$ cat src/common/ipi_soc_cfg.svh
`ifndef IPI_SOC_CFG_SVH
`define IPI_SOC_CFG_SVH

// Number of cores, one IPI unit each
`define IPI_NUM_CORES 2

// Main RAM word-address width
`define RAM_ADR_BITS 8

// Main RAM region: top 7 address bits all zero
`define RAM_REGION_WIDTH 7
`define RAM_REGION_MATCH 7'h00

// IPI region
`define IPI_REGION_WIDTH 16
`define IPI_REGION_MATCH 16'h9800

`define IPI_IRQ_BIT 0  // IPI position in each core's irq vector

`endif

$ cat src/common/ipi_soc_pkg.sv
package ipi_soc_pkg;

   // Wishbone bus fields
   typedef logic [31:0] wb_adr_t;
   typedef logic [31:0] wb_dat_t;
   typedef logic [3:0]  wb_sel_t;

   // IPI message fields
   typedef logic [15:0] ipi_payload_t;
   typedef logic [3:0]  ipi_sender_t;  // Id of the sending core

   // One core's interrupt vector
   typedef logic [31:0] irq_vec_t;

   // Mailbox state of one core
   typedef enum logic {
      IPI_IDLE    = 1'b0,
      IPI_PENDING = 1'b1
   } ipi_state_t;

endpackage

$ cat src/ipi/ipi_core.sv
`timescale 1ns/1ps

module ipi_core (
   input  logic                 wb_clk_i,
   input  logic                 rst_n_i,
   input  logic                 send_we_i,
   input  logic                 ack_we_i,
   input  ipi_soc_pkg::wb_dat_t wr_dat_i,
   output ipi_soc_pkg::wb_dat_t status_o,
   output logic                 pending_o
);

   import ipi_soc_pkg::*;

   ipi_state_t   state;
   ipi_payload_t payload;
   ipi_sender_t  sender;

   ////////////////////////////////////////
   // Mailbox FSM
   ////////////////////////////////////////
   always_ff @(posedge wb_clk_i) begin
      if (!rst_n_i) begin
         state   <= IPI_IDLE;
         payload <= '0;
         sender  <= '0;
      end else begin
         case (state)
            IPI_IDLE: begin
               if (send_we_i) begin
                  state   <= IPI_PENDING;
                  payload <= wr_dat_i[15:0];
                  sender  <= wr_dat_i[19:16];
               end
            end
            IPI_PENDING: begin
               // Further sends dropped until the target acks
               if (ack_we_i) begin
                  state <= IPI_IDLE;
               end
            end
            default: state <= IPI_IDLE;
         endcase
      end
   end

   assign pending_o = (state == IPI_PENDING);
   assign status_o  = {pending_o, 11'b0, sender, payload};  // Pending flag on bit 31

   a_state_needs_strobe: assert property (@(posedge wb_clk_i) disable iff (!rst_n_i)
      (!send_we_i && !ack_we_i) |=> $stable(state));

endmodule

$ cat config.mk
export PLATFORM = sky130hd
export DESIGN_NAME = ipi_core
export DESIGN_NICKNAME = d
export VERILOG_FILES = /design/src/common/ipi_soc_cfg.svh /design/src/common/ipi_soc_pkg.sv /design/src/ipi/ipi_core.sv
export SDC_FILE = /design/constraint.sdc
export NUM_CORES = 1
export LEC_CHECK = 0
export ABC_AREA = 1
export BUFFER_PORTS_ARGS = -buffer_cell sky130_fd_sc_hd__buf_4
export CORE_UTILIZATION = 43
export DETAILED_ROUTE_END_ITERATION = 16
export PLACE_DENSITY = 0.83
export REMOVE_ABC_BUFFERS = 1
export SETUP_SLACK_MARGIN = 0.5
export SLEW_MARGIN = 10
export SYNTH_ARGS = -nofsm -noshare
export SYNTH_HDL_FRONTEND = slang
export SYNTH_SLANG_ARGS = --single-unit
export TNS_END_PERCENT = 50
$ cat constraint.sdc
create_clock -name wb_clk_i -period 2.53 [get_ports wb_clk_i]
set_input_delay 0 -clock wb_clk_i [delete_from_list [all_inputs] [get_ports wb_clk_i]]
set_output_delay 0 -clock wb_clk_i [all_outputs]
set_load 0.05 [all_outputs]
# After elaboration in Yosys (flattened, before gate mapping)
# Cells that the tools add are included.
[word_totals] output_inout_bits=33 rom_bits=0 n_memories=0 elab_cells=8 input_bits=36 mem_bits_rw=0 register_bits=21 latch_bits=0
[classes] order_cmp=0 addsub=0 shifts=0 mul=0 eq_ne=0 n_reduce_logical=1 bitwise_logic=1 muxes=3 div_mod_pow=0
[op_table] op="$mux 1" count=2
[op_table] op="$pmux 1 s2" count=1
[op_table] op="$reduce_and 2->1" count=1
[op_table] op="$not 1->1" count=1

# Depth between registers and ports, before layout
[depth] word_depth=2 depth_mapped=5 ltp_nobuf=4

# Least setup slack after synthesis
# OpenSTA, ideal clock, no wires.
[synth_timing] path_kind="flip-flop to flip-flop" from="register state (netlist: pending_o)" to="register payload[0]" setup_ps=64 t_arrival_ps=1128 path_slack_ps=1338 period_less_slack_ps=1192 path_buffers=1 stages_incl_launch_ff=6 t_required_ps=2466 cell_sequence="dfxtp_1 > inv_2 > buf_2 > nand3_1 > nand2_1 > nor2_1"
[synth_between] elab_chain_cells=2
[synth_lines] item="from (decl)" line="ipi_core.sv:15" text="ipi_state_t state;"
[synth_lines] item="from (signal assigned)" line="ipi_core.sv:24" text="state <= IPI_IDLE;"
[synth_lines] item="from (signal assigned)" line="ipi_core.sv:31" text="state <= IPI_PENDING;"
[synth_lines] item="from (signal assigned)" line="ipi_core.sv:39" text="state <= IPI_IDLE;"
[synth_lines] item="$not 1->1 (no line)"
[synth_lines] item="$reduce_and 2->1 (no line)"
[synth_lines] item="to (signal assigned)" line="ipi_core.sv:32" text="payload <= wr_dat_i[15:0];"
[synth_lines] item="to (decl)" line="ipi_core.sv:16" text="ipi_payload_t payload;"
# Every way passes these cells.
# A chain may end at the register's enable or synchronous reset.

# Worst setup path in the final report
[layout_timing] from="register state (netlist: pending_o)" to="register sender[2]"
[layout_between] elab_chain_cells=2
[layout_lines] item="$not 1->1 (no line)"
[layout_lines] item="$reduce_and 2->1 (no line)"
[layout_lines] item="to (signal assigned)" line="ipi_core.sv:33" text="sender <= wr_dat_i[19:16];"
[layout_lines] item="to (decl)" line="ipi_core.sv:17" text="ipi_sender_t sender;"
# Every way passes these cells.

==> impl_results.md <==
* Hpwl dp at approximately 1400 µm
* Clock skew at about 0.0057 ns
* Initial Util at 45.2%
* Synth Area in XOR/XNOR at 0%
* TritonCTS clock tree: yes
* CP peak stage delay at around 0.64 ns
* Avg Inst Size Synth at 6.64 µm²
* Crit. End Element: flop
* Number of global-route vias before repair at 868
* First-pass GRT wire length at 3660 µm
* Die W at 50.0 µm
* CP Max Fanout at 20
* H-tree depth at 1
* Hold Slack at 0.00870 ns
* Worst skew pair latency at about 0.29 ns
* Gp weighted congestion at around 0.73
* Final TNS setup at 0 ns
* Die height at 50.0 µm
* Layout cells sized above 1 at 26.7%
* Most used cell along the critical path: nor2_1
* Area Growth Syn to Fin at 37.9%
* Yosys cell types at 12
* Hold Path Class: in -> reg
* Placed cell count at 212
* Logic pwr share at 35.8%
* Share of the yosys chip area belonging to registers at a little over two fifths
* LEAKAGE at 0.786 nW
* RSZ-0062 raised after global routing: false
* Fin. max-slew vios at 0
* Die area at 2500 µm²
* Status: complete, no violations
* Vias at just under 1000
* Filler cell count at around 200
* Hold path startpoint: wr_dat_i[15]
* Yosys reg bits at 21
* Post-CTS resize count at 0
* Switching pwr at 0.308 mW
* Adder-cell area share of the yosys netlist at 0%
* Mux contribution to synthesized area at 0%
* Multi-input gate area at 388 µm²
* Largest net degree at the start of global routing at 23
* Setup Fix Bufs, Post-CTS at 0
* Max_slew headroom at 47.6%
* CTS Root Cell: clkbuf_4
* Fmax at 775 MHz
* WL final at ~2100 µm
* Total Routing Usage GR at 18.8%
* Worst Hold Depth at 5
* Port Buffers at 45
* Core Region at 2190 µm²
* Clk slew on worst S/H paths at 0.11 ns
* Non-filler cells in the finished layout at about 220
* DRC Markers at 0
* Final #Nets at about 230
* Internal power at 0.507 mW
* Initial antenna violation count at 0
* Total CTS buffers at 3
* Final setup margin at 1.24 ns
* Peak VDD IR at 0.000274 V
* DP Worst Slack at between 1 and 1.5 ns
* Crit path DAT at ~1.5 ns
* Crit path kind: reg -> reg
* Number of hold violations in the final report at 0
* Crit start category: flop
* WL/cell at 9.53 µm
* Setup-failing EPs final at 0
* Synth warn at 0
* Tmin final at 1.29 ns
* Detail Route Antenna Nets at 0
* WHS Endpoint: payload[15]
* Simple-gate portion of the synthesized area at between 30% and 40%
* Critical R2R Capture: sender[2]
* Slowest CP cell: nor2_2
* Clock share of power at 18.4%
* CTS max path bufs at 2
* Gate Count Post-Synth at about 150
* Critical-path cell list: nor2_2, nor2_1, nor2_1
* Synth Area in Compound Gates at 0.759%
* Max_cap viols at 0
* PD cells at between 500 and 600 nW/µm²
* Clock sink count at 21
* Initial DRC Count at 3
* DR pass1 iterations at 4
* Crit-path leading delay family: simple AND/OR/NAND/NOR gates
* Largest family of logic cells by synthesized area: simple AND/OR/NAND/NOR gates
* Fin crit share at 51.0%
* Switching fraction of total power at 37.8%
* Seq pwr share at 45.8%
* Critical path buffers and inverters at 0
* Rows at 17
* I/O Pins at slightly below 70
* R2R Path Start: pending_o
* Critical Path RT at 2.76 ns
* Synth Cell Area at 990 µm²
* Worst-margin pin slew at 0.785 ns
* Grt ovf at 0
* Antenna Cells at 0
* FF+latch area at 420 µm²
* Length in cells of the worst reg-to-reg path at 3
* Worst reg-to-reg setup slack at 1.24 ns
* Tot Pwr at roughly 0.81 mW
* DR vias/cell at 4.35
## cell usage after synthesis
cell / instances / share of area [%]
nor2_1: 40 / 15
nand3_1: 20 / 10
nand2_1: 22 / 8.3
a21boi_1: 1 / 0.76
conb_1: 1 / 0.38
clkbuf_1: 2 / 0.76
inv_1: 21 / 8.0
buf_2: 4 / 2.0
inv_2: 2 / 0.76
dfxtp_1: 21 / 42
nor2_2: 1 / 0.63
buf_4: 14 / 11
## cell usage in the layout (no fill, tap or decap)
cell and count:
dfxtp_1 21, nand2_1 22, buf_4 45, a21boi_1 1
clkinv_2 1, conb_1 11, inv_2 2, clkbuf_4 3
nor2_1 40, inv_1 21, dlygate4sd3_1 7, nor2_2 1
nand3_1 20
## kinds of logic after synthesis
group	Yosys count
flops	21
buf+inv	43
other cells	1
compound gates	1
simple gates	83
## per-stage QoR
step                utilization, %  instance area (µm²)
CTS                           62.3                 1370
global route                  62.3                 1370
detailed placement            57.9                 1270
global placement              57.9                 1270
floorplan                        -                  895
finish                        62.3                 1370
## layout make-up
class,count,area share (%)
clock buffers,3,1.65
clock inverters,1,0.367
inverters,23,6.32
multi-input cells,95,28.4
flip-flops and latches,21,30.8
well taps,28,2.57
repair buffers,52,29.9
## worst reg2reg max path, delay by kind of cell (launching register included)
kind             cells  cell delay, ns
AND/OR/NAND/NOR      3            0.86
flip-flops           1            0.37
## how the worst max path moves through the flow
| stage | startpoint | end | slack [ns] | cells after the start |
|---|---|---|---|---|
| 2_1_floorplan | pending_o | payload[0] | 0.89 | 4 |
| 3_3_place_gp | pending_o | payload[3] | 1.30 | 3 |
| 3_5_place_dp | pending_o | sender[2] | 1.22 | 3 |
| 4_1_cts | pending_o | sender[2] | 1.20 | 3 |
| 5_1_grt | pending_o | payload[11] | 1.05 | 3 |
| 6_report | pending_o | sender[2] | 1.24 | 3 |
## layer usage
metal  vias to the layer above  track usage (%)  routed length (µm)
met4                         0             5.71                  13
met2                        37             34.9                1070
li1                        506                -                   -
met1                       425             21.7                 916
met5                         -                0                   0
met3                         2             2.78                 129
## power by group through the flow
| stage | sequential, mW | combinational (mW) | clock (mW) |
|---|---|---|---|
| after floorplan | 0.477 | 0.0939 | 0 |
| after global placement | 0.379 | 0.279 | 0 |
| after detailed placement | 0.381 | 0.284 | 0 |
| after CTS | 0.374 | 0.292 | 0.160 |
| after global routing | 0.377 | 0.315 | 0.177 |
| final | 0.373 | 0.291 | 0.150 |
## timing repair
item | CTS | global route
hold buffers | 7 | 0
endpoints found under the setup margin | 0 | 0
hold endpoints to repair | 7 | 0
## sequential cells by signal, summed over array words and instances, names as in the netlist
signal,flops
payload,16
pending_o,1
sender,4
(Power assumes the default switching activity.)
