## src/common/ipi_soc_cfg.svh

```systemverilog
`ifndef IPI_SOC_CFG_SVH
`define IPI_SOC_CFG_SVH

// Number of cores, one IPI unit each
`define IPI_NUM_CORES 2

// Main RAM word-address width
`define RAM_ADR_BITS 8

// Main RAM region: top 7 address bits all zero
`define RAM_REGION_WIDTH 7
`define RAM_REGION_MATCH 7'h00

// IPI region
`define IPI_REGION_WIDTH 16
`define IPI_REGION_MATCH 16'h9800

`define IPI_IRQ_BIT 0  // IPI position in each core's irq vector

`endif

```

## src/common/ipi_soc_pkg.sv

```systemverilog
package ipi_soc_pkg;

   // Wishbone bus fields
   typedef logic [31:0] wb_adr_t;
   typedef logic [31:0] wb_dat_t;
   typedef logic [3:0]  wb_sel_t;

   // IPI message fields
   typedef logic [15:0] ipi_payload_t;
   typedef logic [3:0]  ipi_sender_t;  // Id of the sending core

   // One core's interrupt vector
   typedef logic [31:0] irq_vec_t;

   // Mailbox state of one core
   typedef enum logic {
      IPI_IDLE    = 1'b0,
      IPI_PENDING = 1'b1
   } ipi_state_t;

endpackage

```

## src/ipi/ipi_collect.sv

```systemverilog
`timescale 1ns/1ps
`include "ipi_soc_cfg.svh"

module ipi_collect (
   input  logic                                        wb_clk_i,
   input  logic                                        rst_n_i,
   input  logic                                        acc_i,
   input  logic                                        rd_ipi_i,
   input  logic [2:0]                                  rd_core_i,
   input  logic                                        rd_reg_i,
   input  ipi_soc_pkg::wb_dat_t                        ram_dat_i,
   input  ipi_soc_pkg::wb_dat_t [`IPI_NUM_CORES-1:0]   status_i,
   input  logic [`IPI_NUM_CORES-1:0]                   pending_i,
   output ipi_soc_pkg::wb_dat_t                        wb_dat_o,
   output ipi_soc_pkg::irq_vec_t [`IPI_NUM_CORES-1:0]  irq_o
);

   import ipi_soc_pkg::*;

   wb_dat_t ipi_dat;
   wb_dat_t rd_dat;

   // STATUS of the addressed core, ACK reads as zero
   always_comb begin
      ipi_dat = '0;
      for (int c = 0; c < `IPI_NUM_CORES; c++) begin
         if (!rd_reg_i && int'(rd_core_i) == c) begin
            ipi_dat = status_i[c];
         end
      end
   end

   assign rd_dat = rd_ipi_i ? ipi_dat : ram_dat_i;

   always_ff @(posedge wb_clk_i) begin
      if (!rst_n_i) begin
         wb_dat_o <= '0;
      end else begin
         wb_dat_o <= acc_i ? rd_dat : '0;   // Zero on writes and errors
      end
   end

   ////////////////////////////////////////
   // Per-core interrupt vectors
   ////////////////////////////////////////
   always_comb begin
      irq_o = '0;
      for (int c = 0; c < `IPI_NUM_CORES; c++) begin
         irq_o[c][`IPI_IRQ_BIT] = pending_i[c];
      end
   end

endmodule

```

## config.mk

```make
export PLATFORM = sky130hd
export DESIGN_NAME = ipi_collect
export DESIGN_NICKNAME = d
export VERILOG_FILES = /design/src/common/ipi_soc_pkg.sv /design/src/ipi/ipi_collect.sv
export VERILOG_INCLUDE_DIRS = /design/src /design/src/common
export SDC_FILE = /design/constraint.sdc
export NUM_CORES = 1
export LEC_CHECK = 0
export BUFFER_PORTS_ARGS = -buffer_cell sky130_fd_sc_hd__buf_2
export CAP_MARGIN = 20
export CORE_MARGIN = 1
export CORE_UTILIZATION = 30
export DETAILED_ROUTE_END_ITERATION = 16
export GPL_TIMING_DRIVEN = 1
export PLACE_DENSITY = 0.66
export SLEW_MARGIN = 20
export SYNTH_ARGS = -nofsm -noshare
export SYNTH_HDL_FRONTEND = slang
export SYNTH_SLANG_ARGS = --single-unit
```

## constraint.sdc

```tcl
create_clock -name wb_clk_i -period 1.5 [get_ports wb_clk_i]
set_input_delay 0.075 -clock wb_clk_i [delete_from_list [all_inputs] [get_ports wb_clk_i]]
set_output_delay 0.075 -clock wb_clk_i [all_outputs]
set_load 0.005 [all_outputs]
```

# Word level (Yosys, flattened, before mapping)
# Cells that the tools add are included.
totals:
  register_bits: 32
  latch_bits: 0
  ramBits: 0
  rom_bits: 0
  in_bits: 106
  memories: 0
op_classes:
  add_sub_neg: 0
  n_mul: 0
  div: 0
  magnitude_cmp: 0
  n_eq_ne: 1
  n_shift: 0
  muxes: 3
  bitwise_logic: 0
  reduce_logical: 5
ops:
  columns: ["op", "n"]
  rows:
  - ["$mux W32", 3]
  - ["$eq A3 B2 Y1 const B", 1]
  - ["$logic_not A3 Y1", 1]
  - ["$logic_and A1 B1 Y1", 2]
  - ["$reduce_and A2 Y1", 1]
  - ["$logic_not A1 Y1", 1]

# Depth between registers and ports, before layout
# Gate-level depths: netlist of the first run.
depth:
  depth_word: 5
  ltp_mapped: 4
  mapped_depth_nobuf: 2

# Worst setup path after synthesis of the first run
# OpenSTA, ideal clock, no wires.
synth_timing:
  kind: "input to register"
  from: "input rd_core_i[1]"
  to: "register wb_dat_o[0]"
  setup_ps: 92
  t_arrival_ps: 1092
  required_time_ps: 1408
  path_slack_ps: 316
  path_stages: 4
  n_path_buf: 2
  path_cell_list: "or4b_1 clkbuf_2 buf_6 o32ai_1"
synth_via:
  elab_chain_cells: 5
  elab_cells_between_ends: 7
  classes_between: "eq/ne (1); mux (3); reduce/logical (3)"
synth_rtl:
  columns: ["element", "line", "rtl"]
  rows:
  - ["start: declaration", "ipi_collect.sv:9", "input logic [2:0] rd_core_i,"]
  - ["$logic_not A3 Y1", "ipi_collect.sv:27", "if (!rd_reg_i && int'(rd_core_i) == c) begin"]
  - ["$logic_and A1 B1 Y1", "ipi_collect.sv:27", null]
  - ["$mux W32", "ipi_collect.sv:27", null]
  - ["$mux W32 *", "ipi_collect.sv:27", null]
  - ["$mux W32 *", "ipi_collect.sv:33", "assign rd_dat = rd_ipi_i ? ipi_dat : ram_dat_i;"]
  - ["end signal: assignment", "ipi_collect.sv:39", "wb_dat_o <= acc_i ? rd_dat : '0;"]
  - ["end: declaration", "ipi_collect.sv:14", "output ipi_soc_pkg::wb_dat_t wb_dat_o,"]
# Mark *: on every way between the ends. The rest lies on a longest branch, timed or not.
# A chain may end at the register's enable or synchronous reset.

# Final worst setup path of the first run
layout_timing:
  from: "input rd_core_i[1]"
  to: "register wb_dat_o[22]"
# The elaborated chain is that of the path after synthesis.

==> results of run 1 <==
-- synthesized netlist by cell type (all sizes together) --
| cell type | instances |
|---|---|
| buf | 70 |
| clkbuf | 8 |
| conb | 1 |
| dfxtp | 32 |
| inv | 32 |
| mux2i | 32 |
| nand2 | 1 |
| nand3b | 1 |
| o32ai | 32 |
| or4b | 1 |
-- report_power, final --
part	switching [W]	internal (W)	total [W]
Combinational	0.000178	0.000187	0.000365
Clock	0.000309	0.000492	0.000801
Sequential	0.00000613	0.000877	0.000883
-- worst max-delay path by stage --
stage | start | to | slack [ps] | cells past startpoint
2_1_floorplan | rd_core_i[1] | wb_dat_o[0] | 320 | 4
3_3_place_gp | rd_core_i[1] | wb_dat_o[1] | 230 | 4
3_5_place_dp | rd_core_i[1] | wb_dat_o[18] | 160 | 4
4_1_cts | rd_core_i[1] | wb_dat_o[22] | 460 | 4
5_1_grt | rd_core_i[1] | wb_dat_o[22] | 370 | 4
6_report | rd_core_i[1] | wb_dat_o[22] | 430 | 4
-- logic make-up after synthesis --
kind of cell    count (synthesis)  synth area share
compound gates                 32             0.144
mux                            32             0.165
buf+inv                       110             0.350
simple gates                    3            0.0109
flops                          32             0.329
other cells                     1           0.00193
-- metrics by stage --
stage                     setup WS (ps)   util
after floorplan                     316      -
after global placement              226  0.402
after detailed placement            164  0.402
after CTS                           463  0.420
after global routing                367  0.420
final                               433  0.420
-- metal layers --
| layer | share of wire | GRT usage |
|---|---|---|
| met1 | 0.38 | 0.139 |
| met2 | 0.50 | 0.245 |
| met3 | 0.10 | 0.0385 |
| met4 | 0.012 | 0.0569 |
| met5 | 0 | 0 |
-- area by class of cell --
type | instances | area [um2] | area share
flip-flops and latches | 32 | 641 | 0.250
clock buffers | 6 | 72.6 | 0.0284
repair buffers | 142 | 741 | 0.290
inverters | 32 | 120 | 0.0470
well taps | 75 | 93.8 | 0.0367
multi-input cells | 129 | 855 | 0.334
clock inverters | 2 | 35.0 | 0.0137
-- layout by cell type (no fill, tap or decap), drive strengths merged --
master    n
nand2     1
conb     62
o32ai    32
dfxtp    32
mux2i    32
inv      32
clkinv    1
buf     142
nand3b    1
clkbuf    6
bufinv    1
or4b      1
==> results.md, run 1 <==
* Fmax at 937 MHz
* Largest regs: wb_dat_o (32)
* Hold path start: ram_dat_i[10]
* Clock slew at reported path FFs at ~70 ps
* Tot GR Track Use at 0.133
* CP Class: input port to register
* Mean Syn Cell Area at between 9 and 10 um2
* Fin nets at roughly 450
* Worst-path fanout max at 18
* Placed insts at 410
* CORE AREA at between 6000 and 7000 um2
* Post-route cell area at around 2600 um2
* Post-detail-place hpwl at 3.86 mm
* DRT iter0 DRCs at 15
* CP max-delay cell: or4b_1
* Synth-to-Final Area Change at 31.4%
* Final slew viol count at 0
* CP delay by family, top: simple AND/OR/NAND/NOR gates
* Unrepaired setup endpoints after global routing: false
* Outcome: completed
* Syn Inst Count at 210
* Max Root-Sink Buffers at 2
* Root buffer cell: clkbuf_8
* Critical path buffers and inverters at 2
* Hold Path End: wb_dat_o[10]
* Detail Route Antenna Nets at 0
* Yosys top cell by area: dfxtp_1
* GP Congestion at 0.680
* Worst path arrival time at 1240 ps
* TritonRoute pass-1 iters at 2
* Mapped cell area at 1950 um2
* CTS HTree Levels at 2
* Port Buf Inserts at 135
* Worst Setup End Kind: register
* Worst VDD drop at roughly 420 uV
* FF+latch count, synth at 32
* Synth top area cells: dfxtp_1, buf_4, mux2i_1, o32ai_1, inv_1
* Vias in the first global route at roughly 1400
* LEAKAGE at about 1.5 nW
* Ant diodes at 0
* CTS tree: done
* Pwr Total at between 0.002 and 0.0025 W
* DR vias/cell at 4.12
* Initial core utilization at 0.319
* Die Ht at 82.6 um
* Hold WC Path Type: input port to register
* Global-route wire length before repair at 6.65 mm
* Crit-path cells: buf_2, or4b_1, buf_4, o32ai_1
* Die area at 6820 um2
* CTS Sinks at 32
* Max reg flops at 32
* GRT overflow at 0
* Setup TNS at 0 ps
* Antenna violations before repair at 0
* # rows at 28
* Wirelength, routed at just under 5 mm
* Total CTS buffers at 5
* # fillers at roughly 630
* Reg with most FFs: wb_dat_o
* Final hold violation count at 0
* Routed wire per std cell at 11.6 um
* Via count at between 1500 and 2000
* Max Cap Violations at 0
* Area share of the largest cell type after synthesis at 0.329
* Final setup fails at 0
* WP data required at 1670 ps
* Die W at between 80 and 90 um
* I/O Pins at roughly 200
* Post-Layout Cell Count at roughly 420
* Dpl cell area at 2450 um2
* Layout cells sized above 1 at 0.434
* Cts hold-fix bufs at 0
* Netlist cell types at 13
* PD cells at between 800 and 900 nW/um2
* Hold Crit Depth at 3
* Part of the Yosys area used for sequential elements at 0.329
* Tcrit/Tclk final at 0.711
* Syn. warnings at 0
* Final min period at approximately 1100 ps
* Postcts setup bufs at 0
* Largest net degree at the start of global routing at 33
* PostCTS Resize Cnt at 0
* DRC errors left at 0
* Setup crit start kind: input port
* Hold_ws at 26.0 ps
* Critical Path Max Stage Delay at approximately 540 ps
No activity file was read; power rests on OpenSTA's default activity.
==> run 2, diff against run 1 <==
- ABC_AREA: default -> 1
- PLACE_DENSITY: 0.66 -> 0.63
- clock period: 1.5 -> 1 ns (I/O delays scaled with it)
==> results.md, run 2 <==
* Hold WC Path Type: input port to register
* Synth cell count leaders: nand3_1, buf_4, nor2_1, nand2_1
* Cts hold-fix bufs at 0
* Worst VDD drop at a little over 500 uV
* Post-detail-place hpwl at about 4.7 mm
* Port Buf Inserts at between 100 and 150
* GP Congestion at between 0.7 and 0.8
* Detail Route Antenna Nets at 0
* Reg with most FFs: wb_dat_o
* Largest net degree at the start of global routing at 34
* Setup TNS at 0 ps
* I/O Pins at a little over 200
* GRT overflow at 0
* Synth Area in Adders at 0
* CORE AREA at between 7000 and 8000 um2
* Synth Area in XOR/XNOR at 0
* Top-count cell post-synth: nand3_1
* TritonRoute pass-1 iters at 5
* Total CTS buffers at 5
* Layout cells sized above 1 at 0.323
* Antenna violations before repair at 0
* Initial core utilization at 0.309
* Setup crit start kind: register
* Post-synthesis mux area share at 0
* Synth Flop Type: dfxtp_1
* DR vias/cell at ~4.2
* CTS tree: done
* CTS HTree Levels at 2
* Vias in the first global route at about 1900
* Critical path buffers and inverters at 1
* Via count at 2411
* Yosys top cell by area: dfxtp_1
* Mean Syn Cell Area at roughly 6.4 um2
* Synth top area cells: dfxtp_1, buf_4, nand3_1, nor2_1, nand2_1
* PostCTS Resize Cnt at 0
* Wirelength, routed at about 6.1 mm
* Syn. warnings at 0
* Root buffer cell: clkbuf_8
* Crit-path cells: buf_2
* Routed wire per std cell at between 10 and 15 um
* CP max-delay cell: dfxtp_1
* DRC errors left at 0
* Worst-path fanout max at 1
* DRT iter0 DRCs at 57
* Synth-to-Final Area Change at 30.1%
* Tot GR Track Use at 0.143
* Worst Setup End Kind: output port
* CP delay by family, top: flip-flops
* Die W at 88.5 um
* M1 WL at between 2 and 2.5 mm
* Met2 WL at 2.99 mm
* Clock slew at reported path FFs at about 70 ps
* Largest regs: wb_dat_o (32)
* Post-synth EDFFs at 0
* Critical Path Max Stage Delay at 340 ps
* Syn Inst Count at approximately 350
* WP data required at between 900 and 1000 ps
* CP Class: register to output port
* Metal3 WL at 591 um
* Highest metal used: met4
* Most frequent cells in the layout: buf_2, nand3_1, nor2_1
* Final hold violation count at 0
* Worst path arrival time at between 700 and 800 ps
* Synth Area in Compound Gates at 0
* Netlist cell types at 13
* Mapped cell area at 2240 um2
* Part of the Yosys area used for sequential elements at 0.286
* Postcts setup bufs at 0
* Final min period at between 700 and 800 ps
* Unrepaired setup endpoints after global routing: false
* Hold_ws at ~70 ps
* Global-route wire length before repair at between 8 and 9 mm
* Simple logic cell fraction of the synthesized area at 0.389
* LEAKAGE at 1.76 nW
* Max reg flops at 32
* Die area at slightly below 8000 um2
* Final slew viol count at 0
* Leading cell type in the layout, fill and taps excluded: buf_2
* Fin nets at 578
* Fmax at 1280 MHz
* # rows at 31
* Final setup fails at 0
* Die Ht at 88.5 um
* Outcome: completed
* Main combinational cell family by area after synthesis: simple AND/OR/NAND/NOR gates
* Asr flop ratio synth at 0
* Max Root-Sink Buffers at 2
* CTS Sinks at 32
* Area share of the largest cell type after synthesis at 0.286
* Tcrit/Tclk final at 0.780
* FF+latch count, synth at 32
* Ant diodes at 0
* Max Cap Violations at 0
* PD cells at between 1000 and 1500 nW/um2
[run 2: cell types whose count changed in the layout (fill, tap and decap cells not counted), sizes merged]
cell | before | now
inv | 32 | 33
mux2i | 32 | 0
nand2 | 1 | 33
nand3 | 0 | 96
nand3b | 1 | 0
nor2 | 0 | 67
o32ai | 32 | 0
or4b | 1 | 0
[run 2: final timing paths]
path / cells after the start / slack (ps) / end / startpoint
max: 1 / 220 / wb_dat_o[30] / wb_dat_o[30]
min: 5 / 70 / wb_dat_o[8] / ram_dat_i[8]
[run 2: final cells by class]
class / instances / area, um2
well taps: 99 / 124
repair buffers: 142 / 816
flip-flops and latches: 32 / 641
clock inverters: 2 / 35.0
multi-input cells: 258 / 1110
fillers: 791 / 4340
inverters: 33 / 124
clock buffers: 6 / 72.6
[run 2: power breakdown]
group	internal (W)	leakage, nW	total, W	switching [W]
combinational	0.000324	1.44	0.000704	0.000380
sequential	0.00133	0.262	0.00134	0.0000130
clock	0.000739	0.0552	0.00122	0.000479
total	0.00239	1.76	0.00326	0.000872
[run 2: stage by stage]
stage / cell area, um2 / cells / total power, W / setup WS [ps] / util
final: 2920 / 572 / 0.00326 / 220 / 0.402
after global routing: 2920 / 572 / 0.00347 / 184 / 0.402
after floorplan: 2470 / 409 / 0.00190 / 292 / -
after detailed placement: 2810 / 564 / 0.00208 / 119 / 0.387
after global placement: 2810 / 564 / 0.00207 / 122 / 0.387
after CTS: 2920 / 572 / 0.00333 / 195 / 0.402
[run 2: metal layers]
layer	GRT usage	up-vias
li1	-	1208
met3	0.0336	4
met2	0.282	140
met1	0.148	1059
met5	0	-
met4	0.0440	0
[run 2: cells by family (layout without fill, tap and decap cells)]
family | after synthesis | count (layout)
buf+inv | 119 | 183
simple gates | 196 | 196
flops | 32 | 32
other cells | 1 | 62
