[config.mk]
export PLATFORM = sky130hd
export DESIGN_NAME = wb_slave_decode
export DESIGN_NICKNAME = d
export VERILOG_FILES = /design/src/common/ipi_soc_pkg.sv /design/src/design/wb_slave_decode.sv
export VERILOG_INCLUDE_DIRS = /design/src /design/src/common
export SDC_FILE = /design/constraint.sdc
export NUM_CORES = 1
export LEC_CHECK = 0
export BUFFER_PORTS_ARGS = -buffer_cell sky130_fd_sc_hd__buf_2
export CORE_MARGIN = 5
export CORE_UTILIZATION = 22
export CTS_BUF_LIST = sky130_fd_sc_hd__clkbuf_2
export DETAILED_ROUTE_END_ITERATION = 10
export PLACE_DENSITY = 0.79
export SLEW_MARGIN = 20
export SYNTH_ARGS = -nofsm -noshare
export SYNTH_HDL_FRONTEND = slang
export SYNTH_SLANG_ARGS = --single-unit
[constraint.sdc]
create_clock -name wb_clk_i -period 1.1 [get_ports wb_clk_i]
set_clock_uncertainty 0.15 [all_clocks]
set_input_delay 0 -clock wb_clk_i [delete_from_list [all_inputs] [get_ports wb_clk_i]]
set_output_delay 0 -clock wb_clk_i [all_outputs]
set_load 0.01 [all_outputs]
[src/common/ipi_soc_cfg.svh]
`ifndef IPI_SOC_CFG_SVH
`define IPI_SOC_CFG_SVH

// Number of cores, one IPI unit each
`define IPI_NUM_CORES 2

// Main RAM word-address width
`define RAM_ADR_BITS 8

// Main RAM region: top 7 address bits all zero
`define RAM_REGION_WIDTH 7
`define RAM_REGION_MATCH 7'h00

// IPI region
`define IPI_REGION_WIDTH 16
`define IPI_REGION_MATCH 16'h9800

`define IPI_IRQ_BIT 0  // IPI position in each core's irq vector

`endif

[src/common/ipi_soc_pkg.sv]
package ipi_soc_pkg;

   // Wishbone bus fields
   typedef logic [31:0] wb_adr_t;
   typedef logic [31:0] wb_dat_t;
   typedef logic [3:0]  wb_sel_t;

   // IPI message fields
   typedef logic [15:0] ipi_payload_t;
   typedef logic [3:0]  ipi_sender_t;  // Id of the sending core

   // One core's interrupt vector
   typedef logic [31:0] irq_vec_t;

   // Mailbox state of one core
   typedef enum logic {
      IPI_IDLE    = 1'b0,
      IPI_PENDING = 1'b1
   } ipi_state_t;

endpackage

[src/design/wb_slave_decode.sv]
`timescale 1ns/1ps
`include "ipi_soc_cfg.svh"

module wb_slave_decode (
   input  logic                      wb_clk_i,
   input  logic                      rst_n_i,
   input  ipi_soc_pkg::wb_adr_t      wb_adr_i,
   input  ipi_soc_pkg::wb_dat_t      wb_dat_i,
   input  ipi_soc_pkg::wb_sel_t      wb_sel_i,
   input  logic                      wb_we_i,
   input  logic                      wb_cyc_i,
   input  logic                      wb_stb_i,
   output logic                      wb_ack_o,
   output logic                      wb_err_o,
   output logic                      ram_we_o,
   output logic [`RAM_ADR_BITS-1:0]  ram_adr_o,
   output ipi_soc_pkg::wb_sel_t      ram_sel_o,
   output ipi_soc_pkg::wb_dat_t      wr_dat_o,
   output logic [`IPI_NUM_CORES-1:0] send_we_o,
   output logic [`IPI_NUM_CORES-1:0] ack_we_o,
   output logic                      rd_ipi_o,
   output logic [2:0]                rd_core_o,
   output logic                      rd_reg_o,
   output logic                      acc_o
);

   logic       accept;
   logic       hit_ram;
   logic       hit_ipi;
   logic       core_ok;
   logic       good;
   logic       ipi_wr;
   logic [2:0] core_idx;
   logic       ipi_reg;

   ////////////////////////////////////////
   // Region and register decode
   ////////////////////////////////////////
   assign accept   = wb_cyc_i & wb_stb_i & ~(wb_ack_o | wb_err_o); // New request only
   assign hit_ram  = wb_adr_i[31 -: `RAM_REGION_WIDTH] == `RAM_REGION_MATCH;
   assign hit_ipi  = wb_adr_i[31 -: `IPI_REGION_WIDTH] == `IPI_REGION_MATCH;
   assign core_idx = wb_adr_i[5:3];
   assign ipi_reg  = wb_adr_i[2];   // 0 SEND/STATUS, 1 ACK
   assign core_ok  = int'(core_idx) < `IPI_NUM_CORES;
   assign good     = hit_ram | (hit_ipi & core_ok);

   // One-cycle response per accepted request
   always_ff @(posedge wb_clk_i) begin
      if (!rst_n_i) begin
         wb_ack_o <= 1'b0;
         wb_err_o <= 1'b0;
      end else begin
         wb_ack_o <= accept & good;
         wb_err_o <= accept & ~good;
      end
   end

   ////////////////////////////////////////
   // Write strobes, valid at the accept edge
   ////////////////////////////////////////
   assign ram_we_o  = accept & hit_ram & wb_we_i;
   assign ram_adr_o = wb_adr_i[`RAM_ADR_BITS+1:2];  // Upper bits alias
   assign ram_sel_o = wb_sel_i;
   assign wr_dat_o  = wb_dat_i;
   assign ipi_wr    = accept & hit_ipi & core_ok & wb_we_i;

   always_comb begin
      for (int c = 0; c < `IPI_NUM_CORES; c++) begin
         send_we_o[c] = ipi_wr & ~ipi_reg & (int'(core_idx) == c);
         ack_we_o[c]  = ipi_wr & ipi_reg & (int'(core_idx) == c);
      end
   end

   // Read selection for the data collector
   assign rd_ipi_o  = hit_ipi;
   assign rd_core_o = core_idx;
   assign rd_reg_o  = ipi_reg;
   assign acc_o     = accept & good & ~wb_we_i;  // Reads that get an ack

   a_one_resp: assert property (@(posedge wb_clk_i) disable iff (!rst_n_i)
      !(wb_ack_o && wb_err_o));
   a_single_cycle: assert property (@(posedge wb_clk_i) disable iff (!rst_n_i)
      (wb_ack_o || wb_err_o) |=> !(wb_ack_o || wb_err_o));

endmodule

# After elaboration in Yosys (flattened, before gate mapping)
# Cells that the tools add are included.
[word_totals]
reg_bits = 2
inputBits = 73
[classes]
n_reduce_logical = 2
magnitude_cmp = 1
n_eq_ne = 2
n_bitwise = 23
[ops]
columns = ["operator", "count"]
rows = [
  ["1-bit AND", 17],
  ["16-bit equality test, second input constant", 1],
  ["7-bit logical NOT", 1],
  ["1-bit inverter", 4],
  ["3-bit by 2-bit equality test with 1-bit output, second input constant", 1],
  ["3-bit logical NOT", 1],
  ["3-bit by 2-bit < comparator with 1-bit output, second input constant", 1],
  ["1-bit OR", 2],
]

# Depth between registers and ports, before layout
# Gate-level depths: netlist of run 1.
[depth]
ltp_word = 8
depth_mapped = 3
ltp_nobuf = 3

# Worst setup path after synthesis of run 1
# No wires, ideal clock.
[synth_path]
kind = "register to output"
from = "reg wb_ack_o"
to = "out ack_we_o[0]"
stages_incl_launch_ff = 4
t_arrival_ns = 1.185
required_ns = 0.950
slack_ns = -0.235
n_path_buf = 0
cell_sequence = "dfxtp_1 > and4bb_2 > nand2_1 > nor4_1"
[synth_between]
elab_chain_len = 8
[synth_rtl]
columns = ["element", "line_no", "text"]
rows = [
  ["from (decl)", "wb_slave_decode.sv:13", "output logic wb_ack_o,"],
  ["from (signal assigned)", "wb_slave_decode.sv:53", "wb_ack_o <= accept & good;"],
  ["1-bit OR", "wb_slave_decode.sv:39", "assign accept = wb_cyc_i & wb_stb_i & ~(wb_ack_o | wb_err_o);"],
  ["1-bit inverter", "wb_slave_decode.sv:39", ""],
  ["1-bit AND", "wb_slave_decode.sv:39", ""],
  ["1-bit AND (3 in series)", "wb_slave_decode.sv:65", "assign ipi_wr = accept & hit_ipi & core_ok & wb_we_i;"],
  ["1-bit AND (2 in series)", "wb_slave_decode.sv:70", "ack_we_o[c] = ipi_wr & ipi_reg & (int'(core_idx) == c);"],
  ["to (decl)", "wb_slave_decode.sv:20", "output logic [`IPI_NUM_CORES-1:0] ack_we_o,"],
]
# Every way passes these cells.

# Worst setup path after layout of run 1
[layout_path]
from = "reg wb_err_o"
to = "out ack_we_o[0]"
[layout_between]
elab_chain_len = 8
[layout_rtl]
columns = ["element", "line_no", "text"]
rows = [
  ["from (decl)", "wb_slave_decode.sv:14", "output logic wb_err_o,"],
  ["from (signal assigned)", "wb_slave_decode.sv:54", "wb_err_o <= accept & ~good;"],
  ["1-bit OR", "wb_slave_decode.sv:39", ""],
  ["1-bit inverter", "wb_slave_decode.sv:39", ""],
  ["1-bit AND", "wb_slave_decode.sv:39", ""],
  ["1-bit AND (3 in series)", "wb_slave_decode.sv:65", ""],
  ["1-bit AND (2 in series)", "wb_slave_decode.sv:70", ""],
]
# Every way passes these cells.

==> results.md, run 1 <==
* Post-Syn Instances at 79
* Logic pwr share at 0.631
* Failing checks: setup timing
* Critical Path Max Stage Delay at about 380 ps
* Fillers at roughly 240
* Adder-cell share of the synthesized area at 0
* Largest family of logic cells by synthesized area: buffers and inverters
* P_leak at ~0.52 nW
* Wire per inst at between 15 and 20 um
* Layout Nets at approximately 200
* H-tree Lvls at 1
* Max Root-Sink Buffers at 2
* DR vias/cell at ~4.4
* Post-DP HPWL at ~1500 um
* Post-route DRC at 0
* I/O pin count at 130
* Unrepaired setup endpoints after global routing: yes
* Slowest CP cell: and4bb_4
* Fin. max-slew vios at 0
* Reg2Reg Capture Point: wb_err_o
* CORE AREA at 0.00252 mm^2
* # clock sinks at 2
* Global-route wire length before repair at between 2000 and 3000 um
* Die area at about 0.0038 mm^2
* Post-layout minimum cycle time at about 1400 ps
* Total vias in the final route at between 600 and 700
* Worst R2R Setup Slack at -190 ps
* Setup ws final at -309 ps
* 1st-iter DRT viols at 11
* Rows at 18
* Worst-Margin Slew at around 260 ps
* Register share of total power at 0.152
* Cts bufs inserted at 3
* Routability Congestion at between 0.6 and 0.7
* Clk pwr share at 0.217
* Reg2reg start: wb_err_o
* Root Driver: clkbuf_2
* CP required at between 900 and 1000 ps
* Yosys warns at 0
* Max Cap Viol at 0
* Status: complete, but fails checks
* Hold Crit Class: input port to output pin
* Pre-antenna DRT Iters at 4
* Starting Density at 0.235
* Simple-Gate Fraction of Synth Area at 0.262
* Synthesized area at slightly below 600 um^2
* Compound-Gate Fraction of Synth Area at 0.0423
* Fmax at between 0.7 and 0.8 GHz
* Critical path data arrival time at roughly 1300 ps
* Worst-Skew Late Latency at 190 ps
* DIE WIDTH at 61.9 um
* Synthesis-stage register bit count at 2
* DRT Wirelength at about 2300 um
* Switching Power at between 0.15 and 0.2 mW
* Multi-input logic area at 305 um^2
* CP Max Fanout at 5
* P_int at 0.326 mW
* CP delay by family, top: simple AND/OR/NAND/NOR gates
* Die height at just over 60 um
* Synth-to-layout area growth at 86.5%
* Avg Inst Size Synth at ~7.5 um^2
* Mux cell area share after synthesis at 0
* Setup CP Type: register to output pin
* Period utilization at 1.28
* Pre-CTS setup slack at -280 ps
* Max-Slew Margin vs Limit at 0.823
* WP buf/inv at 1
* Sw Share at 0.363
* Crit path to: ack_we_o[0]
* Post-synth cell types at 18
* Register Area at approximately 43 um^2
* CP Cell Sequence: and4bb_4, nand2_8, nor4_4, buf_2
* Power Total at ~0.51 mW
* Peak VDD IR at a little over 0.0003 V
* CP Launch Point: wb_err_o
* Share of cells above drive strength 1 at 0.540
* Antenna cell count at 0
* Vias in the first global route at a little under 700
* Post-synthesis sequential area ratio at 0.0677
* Total grt overflow at 0
* Number of buffers added on ports at a little over 40
* TNS Setup at -2230 ps
* Mapped Nets at approximately 150
* WP depth at 4
* Post-synthesis xor/xnor area fraction at 0
* Clock-pin slew on the worst setup and hold paths at around 30 ps
* PwrDens at 464 mW/mm^2
* Initial antenna violation count at 0
* Final hold viol count at 0
* Final count of negative-setup-slack endpoints at 9
* Total track usage at 0.105
* Largest net degree at the start of global routing at 10
* R2r worst-path depth at 4
* Final antenna-violating net count at 0
* Setup crit start kind: register
* TritonCTS clock tree: yes
* Setup crit end kind: output pin
## state kept, by name (all words and copies together) (netlist names)
| name | count |
|---|---|
| wb_err_o | 1 |
| wb_ack_o | 1 |
## power by group through the flow
| stage | logic (mW) | clock network (mW) | registers [mW] |
|---|---|---|---|
| 2_1_floorplan | 0.221 | 0 | 0.0800 |
| 3_3_place_gp | 0.132 | 0 | 0.0783 |
| 3_5_place_dp | 0.133 | 0 | 0.0785 |
| 4_1_cts | 0.318 | 0.120 | 0.0776 |
| 5_1_grt | 0.344 | 0.121 | 0.0777 |
| 6_report | 0.323 | 0.111 | 0.0776 |
## worst register-to-register path, delay by kind of cell (launching register included)
kind | cells | cell delay (ps)
DFF | 1 | 310
AOI/OAI and AO/OA | 1 | 190
buffers and inverters | 1 | 140
and+or+nand+nor | 2 | 380
## cells by family (layout without fill, tap and decap cells)
kind of cell	Yosys count	after routing
DFF	2	2
and+or+nand+nor	25	25
AOI/OAI and AO/OA	3	3
buffers and inverters	49	94
## final cells by class
type | count | area share
multi-input combinational | 28 | 0.277
clock buffer | 3 | 0.0136
timing repair buffer | 91 | 0.637
tap | 30 | 0.0340
sequential | 2 | 0.0385
## cell usage in the layout (no fill, tap or decap), types with 2 or more instances in the layout
cell type | netlist | final
dfxtp_2 | 0 | 2
nand2_1 | 3 | 2
clkbuf_2 | 0 | 3
nor4_4 | 0 | 6
buf_6 | 1 | 4
nand4_1 | 2 | 2
dlygate4sd3_1 | 0 | 41
buf_4 | 48 | 7
buf_2 | 0 | 39
nor2_1 | 3 | 3
nand3b_1 | 2 | 2
## metrics by stage
stage | instance area [um^2] | cells | util | hold slack, ps
finish | 1100 | 154 | 0.438 | 70.1
global route | 1100 | 154 | 0.438 | 86.6
CTS | 1080 | 153 | 0.429 | 74.4
detailed placement | 606 | 107 | 0.240 | -150
global placement | 606 | 107 | 0.240 | -150
floorplan | 689 | 79 | - | -58.2
## synthesized netlist by cell type (all sizes together)
library cell,n,area (um^2)
and3,1,6.26
and4b,1,10.0
dfxtp,2,40.0
nand4,2,12.5
nor4,6,37.5
nand3b,2,15.0
nand2,3,11.3
nor2,3,11.3
and4bb,1,12.5
nor3,1,5.00
or3,1,6.26
a32o,1,10.0
nand3,2,10.0
or4,1,11.3
buf,49,372
a211oi,2,15.0
nand2b,1,6.26
## per-layer routing
metal / part of all wire / up-vias / GRT usage
met4: 0 / 0 / 0.0273
met5: 0 / - / 0
met2: 0.60 / 62 / 0.233
met3: 0.14 / 0 / 0.0289
met1: 0.26 / 302 / 0.0869
li1: - / 314 / -
## what timing repair did
item,in CTS,in global routing
setup endpoints to repair,9,9
cloned,0,0
pin swaps,6,3
hold buffers,41,0
buffers inserted,2,1
hold endpoints to repair,42,0
gates resized for setup,6,2
## how the worst min path moves through the flow
| stage | from | to | slack [ps] | cells past startpoint |
|---|---|---|---|---|
| finish | wb_adr_i[5] | ram_adr_o[3] | 70 | 2 |
| detailed placement | wb_adr_i[6] | ram_adr_o[4] | -150 | 0 |
| CTS | wb_adr_i[30] | wb_ack_o | 70 | 3 |
| global placement | wb_adr_i[6] | ram_adr_o[4] | -150 | 0 |
| floorplan | wb_adr_i[2] | ram_adr_o[0] | -60 | 1 |
| global route | wb_adr_i[4] | ram_adr_o[2] | 90 | 2 |
No activity file was read; power rests on OpenSTA's default activity.
==> run 2: changes to the inputs <==
- CORE_UTILIZATION: 22 -> 24
- PLACE_DENSITY: 0.79 -> 0.82
- clock period: 1.1 -> 1.5 ns (I/O delays scaled with it)
==> results.md, run 2 (synthesized netlist as in run 1, its figures left out) <==
* Hold WS at 38.3 ps (-31.8 ps)
* Final count of negative-setup-slack endpoints at 0 (-9)
* Max-Slew Margin vs Limit at 0.800 (-0.0231)
* Total vias in the final route at 658 (-2.9%)
* Vias in the first global route at 759 (+9.1%)
* 1st-iter DRT viols at 22 (+11)
* Synth-to-layout area growth at 62.6%
* Pre-antenna DRT Iters at 4 (unchanged)
* Worst-Margin Slew at 297 ps (+34.1 ps)
* Largest net degree at the start of global routing at 10 (unchanged)
* Hold Crit Class: input port to register
* Total track usage at 0.111 (+0.00572)
* Clock-pin slew on the worst setup and hold paths at 30 ps (about the same)
* Biggest regs: wb_ack_o x1, wb_err_o x1
* Die height at 59.7 um (-3.6%)
* DRT Wirelength at 2380 um (+2.2%)
* Post-layout minimum cycle time at 1470 ps
* Antenna cell count at 0 (unchanged)
* Period utilization at 0.982
* Peak VDD IR at 0.000176 V (-42%)
* Fin. max-slew vios at 0 (unchanged)
* Core Util, Final at 0.399 (-0.0382)
* Post-route DRC at 0 (unchanged)
* Global-route wire length before repair at 3040 um (+1.4%)
* Setup crit end kind: output pin
* DIE WIDTH at 59.7 um (-3.6%)
* Die area at 0.00356 mm^2 (-7.0%)
* Wire per inst at 16.0 um (+5.7%)
* Cts bufs inserted at 3 (unchanged)
* Share of cells above drive strength 1 at 0.479 (-0.0613)
* Max Root-Sink Buffers at 2 (unchanged)
* Setup CP Type: register to output pin
* Rows at 18 (unchanged)
* Setup crit start kind: register
* Unrepaired setup endpoints after global routing: yes
* CP Max Fanout at 3 (-2)
* Starting Density at 0.246 (+0.0110)
* Pre-CTS setup slack at 110 ps (+390 ps)
* PwrDens at 369 mW/mm^2 (-20%)
* DR vias/cell at 4.42 (+0.31%)
* H-tree Lvls at 1 (unchanged)
* Fillers at 254 (+5.4%)
* Critical path data arrival time at 1320 ps (+60 ps)
* Status: finished clean
* Final antenna-violating net count at 0 (unchanged)
* Final hold viol count at 0 (unchanged)
* Max Cap Viol at 0 (unchanged)
* Setup ws final at 26.5 ps (+335 ps)
* TritonCTS clock tree: yes
* Worst-Skew Late Latency at 190 ps (about the same)
* Total grt overflow at 0 (unchanged)
* Fmax at between 0.6 and 0.7 GHz
* TNS Setup at 0 ps (+2230 ps)
* I/O pin count at 130 (unchanged)
* Initial antenna violation count at 0 (unchanged)
* Number of buffers added on ports at 41 (unchanged)
* CP required at 1350 ps (+400 ps)
* CORE AREA at 0.00241 mm^2 (-4.5%)
* # clock sinks at 2 (unchanged)
* Layout Nets at 194 (-2.5%)
* Most frequent cells in the layout: dlygate4sd3_1, buf_2, nor4_2
* Routability Congestion at 0.750 (+16%)
* P_leak at 0.439 nW (-16%)
* Root Driver: clkbuf_2
## run 2: cell count changes in the layout (fill, tap and decap cells not counted), sizes merged
cell	change
buf	-5
## run 2: final timing paths
| kind | to | cells past startpoint | startpoint | slack (ps) |
|---|---|---|---|---|
| hold reg to reg | wb_ack_o | 4 | wb_ack_o | 710 |
| setup / recovery | acc_o | 4 | wb_err_o | 30 |
| hold / removal | wb_ack_o | 3 | wb_adr_i[29] | 40 |
| setup reg to reg | wb_err_o | 4 | wb_err_o | 150 |
## run 2: per-layer routing
metal | up-vias | share of wire | track usage
met5 | - | 0 | 0
met4 | 0 | 0.0034 | 0.0380
met3 | 2 | 0.14 | 0.0410
met2 | 67 | 0.59 | 0.239
met1 | 283 | 0.26 | 0.0851
li1 | 306 | - | -
## run 2: per-stage QoR
stage	power (mW)	instances	instance area (um^2)
CTS	0.358	149	927
global route	0.381	149	962
floorplan	0.211	79	592
finish	0.355	149	962
detailed placement	0.140	104	485
global placement	0.138	104	485
## run 2: final cells by class
class | count | area (um^2) | area share
Tap cell | 30 | 37.5 | 0.0390
Multi-Input combinational cell | 28 | 224 | 0.233
Clock buffer | 3 | 15.0 | 0.0156
Sequential cell | 2 | 40.0 | 0.0416
Timing Repair Buffer | 86 | 646 | 0.671
## run 2: worst max-delay path, cell delays in order (launching register included)
cell,delay (ps)
dfxtp_1,300
and4bb_2,350
nand2b_1,90
a211oi_2,230
buf_2,170
## run 2: power by group
part	internal, mW	switching (mW)	leakage, nW
clock	0.0531	0.0296	0.0125
combinational	0.120	0.0958	0.410
sequential	0.0558	0.000928	0.0163
## run 2: repair_timing
| action | 4_1_cts | 5_1_grt |
|---|---|---|
| setup endpoints to repair | 4 | 6 |
| hold endpoints to repair | 42 | 0 |
| resized for setup | 2 | 6 |
| pin swaps | 1 | 1 |
| buffers inserted | 1 | 0 |
| hold buffers | 41 | 0 |
| gates cloned | 0 | 0 |
==> run 3: changes to the inputs <==
- CORE_ASPECT_RATIO: default -> 1.75
==> results.md, run 3 (synthesized netlist as in run 1, its figures left out) <==
* Cts bufs inserted at 3 (unchanged)
* Routability Congestion at 0.568 (-24%)
* Worst hold endpoint: wb_ack_o
* PwrDens at 377 mW/mm^2 (+2.0%)
* Reg2reg start: wb_err_o
* Setup crit end kind: output pin
* Sw Share at 0.363 (+0.00755)
* Status: finished clean
* Worst R2R Setup Slack at 160 ps (about the same)
* Worst-Skew Late Latency at 200 ps (about the same)
* Peak VDD IR at 0.000180 V (+2.2%)
* Critical path data arrival time at 1330 ps (about the same)
* Synth-to-layout area growth at 59.6%
* Logic pwr share at 0.600 (-0.008)
* Die height at 75.7 um (+27%)
* Total vias in the final route at 724 (+10%)
* Max-Slew Margin vs Limit at 0.727 (-0.0733)
* CP required at 1350 ps (about the same)
* Post-DP HPWL at 1570 um
* DRT Wirelength at 2630 um (+11%)
* Clock-pin slew on the worst setup and hold paths at 30 ps (about the same)
* R2r worst-path depth at 4 (unchanged)
* Hold Crit Class: input port to register
* Most frequent cells in the layout: dlygate4sd3_1, buf_2, nor4_2, buf_4
* Final count of negative-setup-slack endpoints at 0 (unchanged)
* Worst hold path startpoint: wb_adr_i[29]
* I/O pin count at 130 (unchanged)
* CP Max Fanout at 4 (+1)
* # clock sinks at 2 (unchanged)
* Wire per inst at 18.3 um (+15%)
* Period utilization at 0.984 (+0.00217)
* Die area at 0.00360 mm^2 (+1.1%)
* Final hold viol count at 0 (unchanged)
* Number of buffers added on ports at 41 (unchanged)
* Root Driver: clkbuf_2
* Multi-input logic area at 213 um^2 (-5.0%)
* Fin. max-slew vios at 0 (unchanged)
* Placed Area at 479 um^2 (-1.3%)
* 1st-iter DRT viols at 7 (-68%)
* Core Util, Final at 0.405 (+0.00599)
* Fmax at 0.677 GHz (-0.22%)
* Pre-antenna DRT Iters at 4 (unchanged)
* Rows at 23 (+5)
* Final antenna-violating net count at 0 (unchanged)
* Fin area at 945 um^2 (-1.8%)
* Antenna cell count at 0 (unchanged)
* Biggest regs: wb_ack_o x1, wb_err_o x1
* Layout Nets at 194 (unchanged)
* Clk pwr share at 0.240 (+0.007)
* Switching Power at 0.129 mW (+2.3%)
* Total grt overflow at 0 (unchanged)
* CORE AREA at 0.00233 mm^2 (-3.3%)
* Post-route DRC at 0 (unchanged)
* Reg2Reg Capture Point: wb_err_o
* Starting Density at 0.254 (+0.00830)
* Initial antenna violation count at 0 (unchanged)
* Max Cap Viol at 0 (unchanged)
* Max Root-Sink Buffers at 2 (unchanged)
* Largest net degree at the start of global routing at 10 (unchanged)
* Register Area at 40.0 um^2 (unchanged)
* Global-route wire length before repair at 3200 um (+5.4%)
* P_leak at 0.431 nW (-1.9%)
* DIE WIDTH at 47.5 um (-20%)
* Register share of total power at 0.160 (about the same)
* Unrepaired setup endpoints after global routing: yes
* Power Total at 0.356 mW (+0.15%)
* DR vias/cell at 5.03 (+14%)
* Post-layout minimum cycle time at 1480 ps (+3.26 ps)
* Share of cells above drive strength 1 at 0.471 (-0.00840)
* H-tree Lvls at 1 (unchanged)
* Setup crit start kind: register
* Fillers at 206 (-19%)
* Worst-Margin Slew at 408 ps (+111 ps)
* Total track usage at 0.126 (+0.0145)
* Vias in the first global route at 775 (+2.1%)
* WHS Path Cells at 3 (unchanged)
* P_int at 0.227 mW (-1.0%)
* Setup CP Type: register to output pin
* TritonCTS clock tree: yes
[run 3: timing repair]
item,CTS,global route
gates resized for setup,2,4
setup buffers,0,1
hold endpoints to repair,42,0
hold buffers,41,0
endpoints found under the setup margin,4,5
pin swaps,2,4
cloned,0,0
[run 3: worst max-delay path by stage]
stage                   end  cells after the start         start
2_1_floorplan   ack_we_o[0]                      3      wb_ack_o
3_3_place_gp   send_we_o[0]                      6  wb_adr_i[20]
3_5_place_dp   send_we_o[0]                      6  wb_adr_i[20]
4_1_cts         ack_we_o[1]                      4      wb_ack_o
5_1_grt        send_we_o[1]                      4      wb_err_o
6_report              acc_o                      5      wb_err_o
[run 3: area by class of cell]
type,instances,share of cell area
repair buffers,86,0.683
multi-input cells,28,0.225
flip-flops and latches,2,0.0424
well taps,25,0.0331
clock buffers,3,0.0159
[run 3: metrics by stage]
stage | hold WS [ps] | instances | setup TNS (ps) | setup slack, ps
2_1_floorplan | -58.2 | 79 | 0 | 165
3_3_place_gp | -150 | 99 | 0 | 74.6
3_5_place_dp | -150 | 99 | 0 | 52.3
4_1_cts | 11.4 | 143 | 0 | 0.155
5_1_grt | 39.9 | 144 | -61.4 | -36.5
6_report | 35.3 | 144 | 0 | 23.3
[run 3: power groups by stage]
stage | Sequential [mW] | Clock [mW] | Combinational (mW)
final | 0.0568 | 0.0856 | 0.214
after global routing | 0.0569 | 0.0950 | 0.228
after CTS | 0.0566 | 0.0921 | 0.211
after detailed placement | 0.0573 | 0 | 0.0834
after global placement | 0.0572 | 0 | 0.0822
after floorplan | 0.0582 | 0 | 0.153
[run 3: critical path, cell delays in order, from the launching register on]
cell      delay (ps)
dfxtp_1          300
and4bb_2         310
buf_4            130
nand2b_1          70
a211oi_2         160
buf_2            170
[run 3: metal layers]
layer  global-route usage  vias to the layer above  share of wire
met2                0.255                      110           0.49
met5                    0                        -              0
met4               0.0449                        0         0.0053
met1               0.0874                      307           0.28
li1                     -                      305              -
met3               0.0662                        2           0.23
